### src/include/pov_config.svh
`ifndef POV_CONFIG_SVH
`define POV_CONFIG_SVH

// Geometry and sizing of the rotating display

// Number of angular slices in each half turn
// A full turn therefore has twice as many columns
`define POV_SLICES_PER_HALF 128

// Width of the counter that measures one half turn in clock cycles
// 32 bits leave plenty of room even for a very slow rotor
`define POV_PERIOD_WIDTH 32

// Number of LEDs stacked along the blade, one bit per LED in a column
`define POV_LED_COUNT 8

`endif

### src/source/rotor_pkg.sv
`include "pov_config.svh"

package rotor_pkg;

    // Which Hall sensor produced the latest top
    // half_a follows hall_1 and half_b follows hall_2
    typedef enum logic {
        half_a,
        half_b
    } half_turn_t;

    // Position event from the sensor FSM
    // The top flag is high for a single cycle per sensor pass
    typedef struct packed {
        logic       top;
        half_turn_t half;
    } rotor_event_t;

    // Slice number over the whole turn, 0 to 255
    typedef logic [$clog2(2 * `POV_SLICES_PER_HALF)-1:0] slice_index_t;

    // Current angular slice with a one-cycle strobe at the start of each slice
    typedef struct packed {
        logic         strobe;
        slice_index_t index;
    } slice_pos_t;

endpackage

### src/source/display_pkg.sv
`include "pov_config.svh"

package display_pkg;

    // One image column as shown on the blade
    // The MSB drives the outermost LED
    typedef logic [`POV_LED_COUNT-1:0] led_column_t;

    // Column address inside the image, one column per slice of a full turn
    typedef logic [$clog2(2 * `POV_SLICES_PER_HALF)-1:0] column_addr_t;

    // Host write into the image memory
    // Only the cycle where en is high carries a write
    typedef struct packed {
        logic         en;
        column_addr_t addr;
        led_column_t  data;
    } column_write_t;

endpackage

### src/source/hall_sensor_fsm.sv
`timescale 1ns/100ps

module hall_sensor_fsm (
    input  logic                    clk,
    input  logic                    nrst,
    input  logic                    hall_1,
    input  logic                    hall_2,
    output rotor_pkg::rotor_event_t rotor_event
);

    import rotor_pkg::*;

    // Armed waits for a magnet, guarded waits until both sensors are released
    typedef enum logic {
        armed,
        guarded
    } guard_state_t;

    // Synchronizer chains, bit 1 is the stable output
    logic [1:0] sync_1;
    logic [1:0] sync_2;
    logic       hall_1_s;
    logic       hall_2_s;
    guard_state_t state;

    // The sensors are idle high, so the chains start high to avoid a false top
    always_ff @(posedge clk or negedge nrst) begin
        if (!nrst) begin
            sync_1 <= 2'b11;
            sync_2 <= 2'b11;
        end else begin
            sync_1 <= {sync_1[0], hall_1};
            sync_2 <= {sync_2[0], hall_2};
        end
    end

    assign hall_1_s = sync_1[1];
    assign hall_2_s = sync_2[1];

    always_ff @(posedge clk or negedge nrst) begin
        if (!nrst) begin
            state            <= armed;
            rotor_event.top  <= 1'b0;
            rotor_event.half <= half_a;
        end else begin
            rotor_event.top <= 1'b0;
            case (state)
                armed: begin
                    // First low level seen while armed gives exactly one top
                    if (!hall_1_s || !hall_2_s) begin
                        rotor_event.top <= 1'b1;
                        state           <= guarded;
                        // hall_1 takes priority when both are low together
                        if (!hall_1_s) begin
                            rotor_event.half <= half_a;
                        end else begin
                            rotor_event.half <= half_b;
                        end
                    end
                end
                guarded: begin
                    // Rearm only once the magnet has left both sensors
                    if (hall_1_s && hall_2_s) begin
                        state <= armed;
                    end
                end
                default: begin
                    state <= armed;
                end
            endcase
        end
    end

endmodule

### src/source/slice_timer.sv
`include "pov_config.svh"
`timescale 1ns/100ps

module slice_timer (
    input  logic                    clk,
    input  logic                    nrst,
    input  rotor_pkg::rotor_event_t rotor_event,
    output rotor_pkg::slice_pos_t   slice
);

    import rotor_pkg::*;

    // Dividing by the slice count is a plain right shift
    localparam int SLICE_SHIFT    = $clog2(`POV_SLICES_PER_HALF);
    localparam int INTERVAL_WIDTH = `POV_PERIOD_WIDTH - SLICE_SHIFT;

    // Cycles since the last top
    logic [`POV_PERIOD_WIDTH-1:0] period_cnt;
    // High once a top has been seen, so the next top closes a real measurement
    logic                         period_valid;
    // Cycles per slice, taken from the previous half turn
    logic [INTERVAL_WIDTH-1:0]    interval;
    // Cycles elapsed inside the current slice
    logic [INTERVAL_WIDTH-1:0]    cycle_cnt;
    // Slice number inside the current half turn
    logic [SLICE_SHIFT-1:0]       half_cnt;
    logic                         strobe;

    // Half-turn period measurement
    always_ff @(posedge clk or negedge nrst) begin
        if (!nrst) begin
            period_cnt   <= '0;
            period_valid <= 1'b0;
            interval     <= '0;
        end else if (rotor_event.top) begin
            // The count since reset is meaningless, so the interval stays 0
            // until one full half turn lies between two tops
            if (period_valid) begin
                interval <= INTERVAL_WIDTH'(period_cnt >> SLICE_SHIFT);
            end
            period_valid <= 1'b1;
            period_cnt   <= 1;
        end else begin
            period_cnt <= period_cnt + 1'b1;
        end
    end

    // Slice strobe generation
    always_ff @(posedge clk or negedge nrst) begin
        if (!nrst) begin
            strobe    <= 1'b0;
            cycle_cnt <= '0;
            half_cnt  <= '0;
        end else begin
            strobe <= 1'b0;
            if (rotor_event.top) begin
                // Every top resynchronizes to slice 0 of the new half
                strobe    <= 1'b1;
                cycle_cnt <= '0;
                half_cnt  <= '0;
            end else if (interval != '0 && half_cnt != '1
                         && cycle_cnt == interval - 1'b1) begin
                // Stop after the last slice of the half and wait for the next top
                strobe    <= 1'b1;
                cycle_cnt <= '0;
                half_cnt  <= half_cnt + 1'b1;
            end else begin
                cycle_cnt <= cycle_cnt + 1'b1;
            end
        end
    end

    // The second half turn maps onto slices 128 to 255
    always_comb begin
        slice.strobe = strobe;
        slice.index  = {rotor_event.half == half_b, half_cnt};
    end

endmodule

### src/source/column_buffer.sv
`include "pov_config.svh"
`timescale 1ns/100ps

module column_buffer (
    input  logic                       clk,
    input  logic                       nrst,
    input  display_pkg::column_write_t wr,
    input  rotor_pkg::slice_pos_t      slice,
    output display_pkg::led_column_t   column,
    output logic                       col_valid
);

    import rotor_pkg::*;
    import display_pkg::*;

    // One column for every slice of a full turn
    localparam int DEPTH = 2 * `POV_SLICES_PER_HALF;

    // Image memory, filled by the host before the rotor spins up
    led_column_t  mem [DEPTH];
    slice_index_t rd_addr;

    assign rd_addr = slice.index;

    // Host write port
    always_ff @(posedge clk) begin
        if (wr.en) begin
            mem[wr.addr] <= wr.data;
        end
    end

    // Read port, sampled once per slice
    // A write to the same address in this cycle is seen on the next read
    always_ff @(posedge clk) begin
        if (slice.strobe) begin
            column <= mem[rd_addr];
        end
    end

    // The valid pulse lines up with the registered read data
    always_ff @(posedge clk or negedge nrst) begin
        if (!nrst) begin
            col_valid <= 1'b0;
        end else begin
            col_valid <= slice.strobe;
        end
    end

endmodule

### src/source/led_shift_out.sv
`include "pov_config.svh"
`timescale 1ns/100ps

module led_shift_out (
    input  logic                     clk,
    input  logic                     nrst,
    input  display_pkg::led_column_t column,
    input  logic                     col_valid,
    output logic                     led_sclk,
    output logic                     led_sdata,
    output logic                     led_latch
);

    import display_pkg::*;

    localparam int BIT_WIDTH = $clog2(`POV_LED_COUNT);
    localparam logic [BIT_WIDTH-1:0] LAST_BIT = BIT_WIDTH'(`POV_LED_COUNT - 1);

    typedef enum logic [1:0] {
        st_idle,
        st_shift,
        st_latch
    } shift_state_t;

    shift_state_t           state;
    // Column being sent, MSB goes out first
    led_column_t            shreg;
    // Column that arrived while the driver was busy
    led_column_t            pending;
    logic                   pending_valid;
    logic [BIT_WIDTH-1:0]   bit_cnt;
    // Low half of a bit period sets up data, high half clocks it
    logic                   phase;

    always_ff @(posedge clk or negedge nrst) begin
        if (!nrst) begin
            state         <= st_idle;
            bit_cnt       <= '0;
            phase         <= 1'b0;
            pending_valid <= 1'b0;
        end else begin
            case (state)
                st_idle: begin
                    if (col_valid) begin
                        state   <= st_shift;
                        bit_cnt <= '0;
                        phase   <= 1'b0;
                    end
                end
                st_shift: begin
                    phase <= ~phase;
                    if (phase) begin
                        if (bit_cnt == LAST_BIT) begin
                            state <= st_latch;
                        end else begin
                            bit_cnt <= bit_cnt + 1'b1;
                        end
                    end
                    if (col_valid) begin
                        pending_valid <= 1'b1;
                    end
                end
                st_latch: begin
                    // A waiting column goes out right after the latch pulse
                    bit_cnt       <= '0;
                    phase         <= 1'b0;
                    pending_valid <= 1'b0;
                    if (col_valid || pending_valid) begin
                        state <= st_shift;
                    end else begin
                        state <= st_idle;
                    end
                end
                default: begin
                    state <= st_idle;
                end
            endcase
        end
    end

    // Shift and pending data paths
    always_ff @(posedge clk) begin
        case (state)
            st_idle: begin
                if (col_valid) begin
                    shreg <= column;
                end
            end
            st_shift: begin
                if (phase) begin
                    shreg <= shreg << 1;
                end
                // A newer column simply replaces an older waiting one
                if (col_valid) begin
                    pending <= column;
                end
            end
            st_latch: begin
                // Data arriving in the latch cycle is newer than the pending copy
                if (col_valid) begin
                    shreg <= column;
                end else if (pending_valid) begin
                    shreg <= pending;
                end
            end
            default: begin
                shreg <= shreg;
            end
        endcase
    end

    assign led_sclk  = (state == st_shift) && phase;
    assign led_sdata = (state == st_shift) && shreg[`POV_LED_COUNT-1];
    assign led_latch = (state == st_latch);

endmodule

### src/source/pov_display_top.sv
`timescale 1ns/100ps

module pov_display_top (
    input  logic                       clk,
    input  logic                       nrst,
    input  logic                       hall_1,
    input  logic                       hall_2,
    input  display_pkg::column_write_t col_write,
    output logic                       led_sclk,
    output logic                       led_sdata,
    output logic                       led_latch,
    output rotor_pkg::slice_pos_t      slice
);

    import rotor_pkg::*;
    import display_pkg::*;

    // Top events and the current half from the sensor FSM
    rotor_event_t rotor_event;
    // Registered column read for the current slice
    led_column_t  column;
    logic         col_valid;

    // Hall sensors to one-cycle top events
    hall_sensor_fsm u_hall_sensor_fsm (
        .clk         (clk),
        .nrst        (nrst),
        .hall_1      (hall_1),
        .hall_2      (hall_2),
        .rotor_event (rotor_event)
    );

    // Tops to slice strobes and the slice index over the turn
    slice_timer u_slice_timer (
        .clk         (clk),
        .nrst        (nrst),
        .rotor_event (rotor_event),
        .slice       (slice)
    );

    // Image memory, host writes on one side and slice reads on the other
    column_buffer u_column_buffer (
        .clk       (clk),
        .nrst      (nrst),
        .wr        (col_write),
        .slice     (slice),
        .column    (column),
        .col_valid (col_valid)
    );

    // Serial link to the external LED driver
    led_shift_out u_led_shift_out (
        .clk       (clk),
        .nrst      (nrst),
        .column    (column),
        .col_valid (col_valid),
        .led_sclk  (led_sclk),
        .led_sdata (led_sdata),
        .led_latch (led_latch)
    );

endmodule

### config.mk
export PLATFORM = sky130hd
export DESIGN_NAME = pov_display_top
export DESIGN_NICKNAME = d
export VERILOG_FILES = /design/src/source/rotor_pkg.sv /design/src/source/display_pkg.sv /design/src/source/hall_sensor_fsm.sv /design/src/source/slice_timer.sv /design/src/source/column_buffer.sv /design/src/source/led_shift_out.sv /design/src/source/pov_display_top.sv
export VERILOG_INCLUDE_DIRS = /design/src /design/src/include
export SDC_FILE = /design/constraint.sdc
export NUM_CORES = 2
export LEC_CHECK = 0
export BUFFER_PORTS_ARGS = -buffer_cell sky130_fd_sc_hd__buf_2
export CORE_ASPECT_RATIO = 1.1
export CORE_UTILIZATION = 40
export DETAILED_ROUTE_END_ITERATION = 8
export PLACE_DENSITY = 0.67
export SYNTH_ARGS = -nofsm -noshare
export SYNTH_HDL_FRONTEND = slang
export SYNTH_HIERARCHICAL = 1
export SYNTH_SLANG_ARGS = --single-unit
### constraint.sdc
create_clock -name clk -period 2.95 [get_ports clk]
set_input_delay 0.4425 -clock clk [delete_from_list [all_inputs] [get_ports clk]]
set_output_delay 0.4425 -clock clk [all_outputs]
set_load 0.005 [all_outputs]
== Word-level counts from Yosys, hierarchy flattened ==
Memories as Yosys holds them, arrays and structs flattened. A register that Yosys moved wholly into a read port is not among the register bits.
Index checks and enable logic that the tools add are counted.

* $add $sub $neg: 5
* Equal/unequal tests: 11
* Mux-type cells: 33
* Bitwise operators: 2
* Reduce and logical (&&, ||, !) cells: 22

{| class="wikitable"
|+ Operators by type and width
! cell !! number
|-
| 2-to-1 mux 25 bit || 2
|-
| adder 32 x 1 -> 32 bit (second input constant) || 1
|-
| 2-to-1 mux 32 bit || 1
|-
| 2-to-1 mux 8 bit || 4
|-
| adder 25 x 1 -> 25 bit (second input constant) || 1
|-
| equality test 25 bit || 1
|-
| nonzero test 25 bit || 1
|-
| subtractor 25 x 1 -> 25 bit (second input constant) || 1
|-
| one-hot mux 8 bit (3 select lines) || 1
|-
| 2-to-1 mux 7 bit || 2
|-
| 2-to-1 mux 1 bit || 10
|-
| 2-to-1 mux 2 bit || 5
|-
| AND reduction 2 bit || 5
|-
| 2-to-1 mux 3 bit || 3
|-
| one-hot mux 3 bit (3 select lines) || 1
|-
| AND reduction 4 bit || 2
|-
| adder 7 x 1 -> 7 bit (second input constant) || 1
|-
| inequality test 7 bit (second input constant) || 1
|-
| inequality test 2 bit (second input constant) || 3
|-
| one-hot mux 2 bit (3 select lines) || 1
|-
| logical AND 1 bit || 5
|-
| inequality test 2 x 1 -> 1 bit (second input constant) || 2
|-
| one-hot mux 1 bit (2 select lines) || 2
|-
| nonzero test 2 bit || 2
|-
| other kinds (12) || 15
|}

* Bits in registers: 122
* Memory bits (writable): 2048
* Memories: 1

{| class="wikitable"
|+ Memories
! memory !! words !! width !! rd ports !! clocked after memory_dff !! write ports !! RTL line !! text
|-
| u_column_buffer.mem || 256 || 8 || 1 || 1 || 1 || column_buffer.sv:20 || <nowiki>led_column_t mem [DEPTH];</nowiki>
|}

== Longest topological paths before layout ==
* Word-level depth: 5
* Depth in mapped cells: 11

== Modules after synthesis ==
Netlist, hierarchy kept.

{| class="wikitable"
|+ Modules (own cells, without submodules)
! module !! times used !! cells each !! area an instance (um^2) !! sequential area each (um^2)
|-
| column_buffer || 1 || 3734 || 79661.4 || 61764.2
|-
| slice_timer || 1 || 501 || 5019.8 || 2277.2
|-
| led_shift_out || 1 || 88 || 1137.3 || 655.6
|-
| hall_sensor_fsm || 1 || 11 || 201.4 || 180.2
|}

== Worst setup path after synthesis ==
No wires, ideal clock.

* Path type: reg-to-reg
* Start: register u_slice_timer.interval[14]
* End: register u_slice_timer.half_cnt[2]
* Setup time: 125 ps
* Arrival time: 2798 ps
* Required time: 2825 ps
* Path slack: 27 ps
* Cell stages (with the launch flop): 8
* Buffers on the path: 0
* Cell sequence: dfrtp_1 -> or4_4 -> or3_1 -> o31a_1 -> nor4b_2 -> o2111ai_4 -> nor4b_2 -> mux2_4

* Cells in the longest elaborated chain, start to end: 4
* Elaborated cells between the ends (all ways): 6

{| class="wikitable"
|+ Ends and longest elaborated chain
! item !! RTL line !! text
|-
| start, declared || slice_timer.sv:22 || <nowiki>logic [INTERVAL_WIDTH-1:0] interval;</nowiki>
|-
| start signal, assigned || slice_timer.sv:39 || <nowiki>interval <= INTERVAL_WIDTH'(period_cnt >> SLICE_SHIFT);</nowiki>
|-
| subtractor 25 x 1 -> 25 bit or nonzero test 25 bit (tied branches) || slice_timer.sv:62, slice_timer.sv:61 ||
|-
| equality test 25 bit or logical AND 1 bit (tied branches) || slice_timer.sv:62, slice_timer.sv:61 ||
|-
| logical AND 1 bit * || slice_timer.sv:62 || <nowiki>&& cycle_cnt == interval - 1'b1) begin</nowiki>
|-
| nonzero test 2 bit (no source line) * || - ||
|-
| end signal, assigned || slice_timer.sv:66 || <nowiki>half_cnt <= half_cnt + 1'b1;</nowiki>
|-
| end, declared || slice_timer.sv:26 || <nowiki>logic [SLICE_SHIFT-1:0] half_cnt;</nowiki>
|}

Mark *: on every way between the ends. The rest lies on a longest branch, timed or not.
A chain may end at the register's enable or synchronous reset.

==> summary.txt <==
Status
  • Result of the run: finished, violations left
  • Failing checks: setup timing

Clocking
  • CTS clk-pin slew, worst paths: 0.06 ns
  • Cts bufs inserted: slightly above 200
  • Latest clock arrival within the worst-skew pair: 0.87 ns
  • CTS tree: done
  • CTS root buffer: clkbuf_16
  • # H-tree levels: 4
  • CTS max path bufs: 3
  • Clk sinks: 2178

Worst setup path
  • Largest stage delay, worst path: 0.53 ns
  • Crit-path cells: buf_8 > buf_16 > buf_12 > buf_4 > mux4_2 > a22oi_2 > a21oi_1 > nor4_4 > buf_4 > nor4_1
  • WP data arrival: 3.65 ns
  • CP startpoint: u_slice_timer/half_cnt[0]
  • CP startpoint kind: flip-flop
  • WS Path Type: reg2reg
  • Crit. End Element: flip-flop
  • Crit path max fanout: 8
  • R2R cell count: 10
  • R2r setup slk: -0.10 ns
  • RR Startpoint: u_slice_timer/half_cnt[0]
  • R2r endpoint: u_column_buffer/column[4]
  • Required time of the critical path: roughly 3.5 ns
  • CP max stage cell: dfrtp_4
  • Cell mode on critical path: buf_4

Timing
  • Layout Skew: just over 0.07 ns
  • Pin slew with the least headroom to its limit: 0.873 ns
  • Tcrit/Tclk final: 103%
  • Worst setup margin: -0.101 ns
  • Final Hold Vio Count: 0
  • Max_slew headroom: 41.8%
  • Tmin final: 3.05 ns
  • Max-slew violations: 0
  • Max Clk Rate: roughly 330 MHz
  • Final setup viols: 30
  • RSZ-0062 raised after global routing: true

GRT
  • First-pass GRT wire length: just over 300 mm
  • Vias in the first global route: 45886
  • Total global routing overflow: 0
  • GRT Overall Usage: between 10% and 20%
  • Largest net degree at the start of global routing: about 100
  • Initial antenna violation count: 15

Layout
  • Layout cells sized above 1: 31.6%
  • Most frequent cells in the layout: edfxtp_1, buf_4, mux4_2
  • Commonest non-fill, non-tap cell in the layout: edfxtp_1
  • Area growth, synth to finish: 18.9%
  • Cell Count, Final, Fillers Out: 7978
  • Filler cell count: 17331
  • # nets final: 5040

Die
  • Core area: 214000 um2
  • Rows: 178
  • Die Area: 217000 um2
  • IO Count: 33
  • Die width: 444 um
  • Initial core utilization: 40.2%
  • Die height: roughly 490 um

Power and ir drop
  • Leakage power: 32.5 nW
  • Sequential power share: 54.8%
  • Logic pwr share: under 10%
  • Clk pwr share: 42.4%
  • P_sw: 0.0129 W
  • Overall power: 0.0625 W
  • P_int: 0.0496 W
  • Net Sw Frac: 20.6%
  • PwrDens: 611 nW/um2
  • Worst VDD drop: 0.000505 V

Synth
  • Mapped Cells: roughly 4300
  • Synthesized area: 86000 um2
  • Post-synth top area share: 72.3%
  • Post-synth EDFFs: a little over 2000
  • Primary FF master, synth: edfxtp_1
  • Synth Warn #: 6
  • Syn avg cell area: around 20 um2
  • Adder-cell share of the synthesized area: 0.175%
  • Multiplexer area fraction after synthesis: 14.0%
  • Xor/xnor share of the synthesized area: 0.794%
  • Syn_nets: between 4000 and 5000
  • Post-synth top area cell: edfxtp_1
  • Simple-gate share of the synthesized area: 4.00%
  • Sequential area share after synthesis: 75.4%
  • Netlist cell types: 92
  • Compound-gate portion of the synthesized area: 3.69%
  • Ys async rst share: 4.87%
  • Largest family of logic cells by synthesized area: multiplexers
  • Yosys reg bits: 2178
  • Largest cells by area after synthesis: edfxtp_1, mux4_2, dfrtp_1

Drt
  • Vias per inst: 5.73
  • Drt first-iter violations: 5611
  • Routed WL per cell: ~27 um
  • First drt pass iteration count: 5
  • Drt drc: 0
  • Via count: roughly 46000
  • Final ANT Viol Nets: 0
  • Final WL: 214 mm

Hold path
  • HP Start: col_write[4]
  • Hold EP: u_column_buffer/mem[31][4]
  • Hold Path Depth: 1
  • HP Class: in2reg

Placed design
  • GP Congestion: 0.848
  • Inst Count DP: approximately 7500
  • Port buffer count: 32
  • Post-DP HPWL: 136 mm

Job
  • Max-Cap Viols: 0
flip-flops by register name, summed over array words and instances, names as in the netlist, 2 cells and up:
signal and cells:
u_slice_timer/half_cnt 7, u_slice_timer/interval 25, u_hall_sensor_fsm/rotor_event 2, u_led_shift_out/shreg 8, u_slice_timer/cycle_cnt 25, u_led_shift_out/bit_cnt 3, u_led_shift_out/state 2, u_led_shift_out/pending 8
u_column_buffer/mem 2048, u_column_buffer/column 8, u_hall_sensor_fsm/sync_1 2, u_slice_timer/period_cnt 32, u_hall_sensor_fsm/sync_2 2
final cells by class:
cell class              instances  area [um2]  area share (%)
flip-flops and latches       2178       64900            63.4
multi-input cells            1872       20300            19.8
repair buffers                724        6730            6.58
clock buffers                 250        5400            5.28
well taps                    2790        3490            3.41
clock inverters               133        1380            1.35
inverters                      25        93.8          0.0917
diodes                          6        15.0          0.0147
cells in the mapped netlist, types with 11 or more instances:
cell and n:
ha_1 12, dfrtp_1 102, nor3_1 41, nand2b_1 11, clkbuf_1 131, buf_8 13
o21ai_0 24, xnor2_1 39, buf_4 29, mux4_2 454, mux2_2 26, nor2_1 356
nor2b_1 41, buf_6 24, o221ai_1 46, edfxtp_1 2072, nor4_1 37, nand4_1 24
a22oi_1 133, nand3_1 64, xor2_1 39, mux2i_1 137, nand2_1 62, inv_1 24
buf_2 31, a21oi_1 106, or3_1 11, a221oi_1 13, a211oi_1 16, o22ai_1 28
o211ai_1 11, buf_1 23
through the flow:
stage / utilization, % / setup TNS, ns / hold WS [ns] / cell area (um2) / setup slack, ns
2_1_floorplan: - / 0 / 0.147 / 86000 / 0.0273
3_3_place_gp: 44.0 / -3.95 / 0.347 / 94000 / -0.613
3_5_place_dp: 44.0 / -4.17 / 0.351 / 94000 / -0.689
4_1_cts: 47.7 / -0.437 / 0.0249 / 102000 / -0.106
5_1_grt: 47.8 / -3.82 / 0.0479 / 102000 / -0.126
6_report: 47.8 / -0.718 / 0.0881 / 102000 / -0.101
worst max-delay path, delay by kind of cell (launching register included):
kind / cells / cell delay (ns)
compound gates: 2 / 0.50
buf+inv: 5 / 0.80
flops: 1 / 0.53
mux: 1 / 0.42
simple gates: 2 / 0.50
metal layers:
| metal | global-route usage (%) | wire (um) | vias to the layer above |
|---|---|---|---|
| met1 | 26.4 | 84200 | 24177 |
| met5 | 0 | 36 | - |
| met3 | 3.16 | 17400 | 314 |
| met4 | 6.14 | 6190 | 6 |
| li1 | - | - | 19164 |
| met2 | 32.8 | 107000 | 2056 |
cell families (layout without fill, tap and decap cells):
logic type               after synthesis  in the layout
flip-flops                          2178           2178
AND/OR/NAND/NOR                      713            713
multiplexers                         626            626
AO/OA/AOI/OAI                        443            443
buffers and inverters                284           1132
XOR/XNOR                              78             78
adder cells (fa/ha/maj)               12             12
other                                  0              6
how the worst max path moves through the flow:
stage                                endpoint  slack [ns]  depth (start not counted)
floorplan           u_slice_timer/half_cnt[2]        0.03                          7
global route        u_column_buffer/column[4]       -0.13                         10
detailed placement  u_column_buffer/column[5]       -0.69                         10
global placement    u_column_buffer/column[6]       -0.61                          9
CTS                 u_column_buffer/column[5]       -0.11                         11
finish              u_column_buffer/column[4]       -0.10                         10
power groups by stage:
stage | Clock, W | Combinational, W | Sequential, W
after floorplan | 0 | 0.000690 | 0.0349
after global placement | 0 | 0.00164 | 0.0349
after detailed placement | 0 | 0.00170 | 0.0349
after CTS | 0.0268 | 0.00173 | 0.0343
after global routing | 0.0280 | 0.00187 | 0.0343
final | 0.0265 | 0.00173 | 0.0343
timing repair:
action | CTS | global route
gates cloned | 6 | 1
hold endpoints to repair | 157 | 0
hold buffers | 6 | 0
setup endpoints to repair | 14 | 41
setup buffers | 30 | 3
pin swaps | 34 | 25
resized for setup | 114 | 60
(Power assumes the default switching activity.)
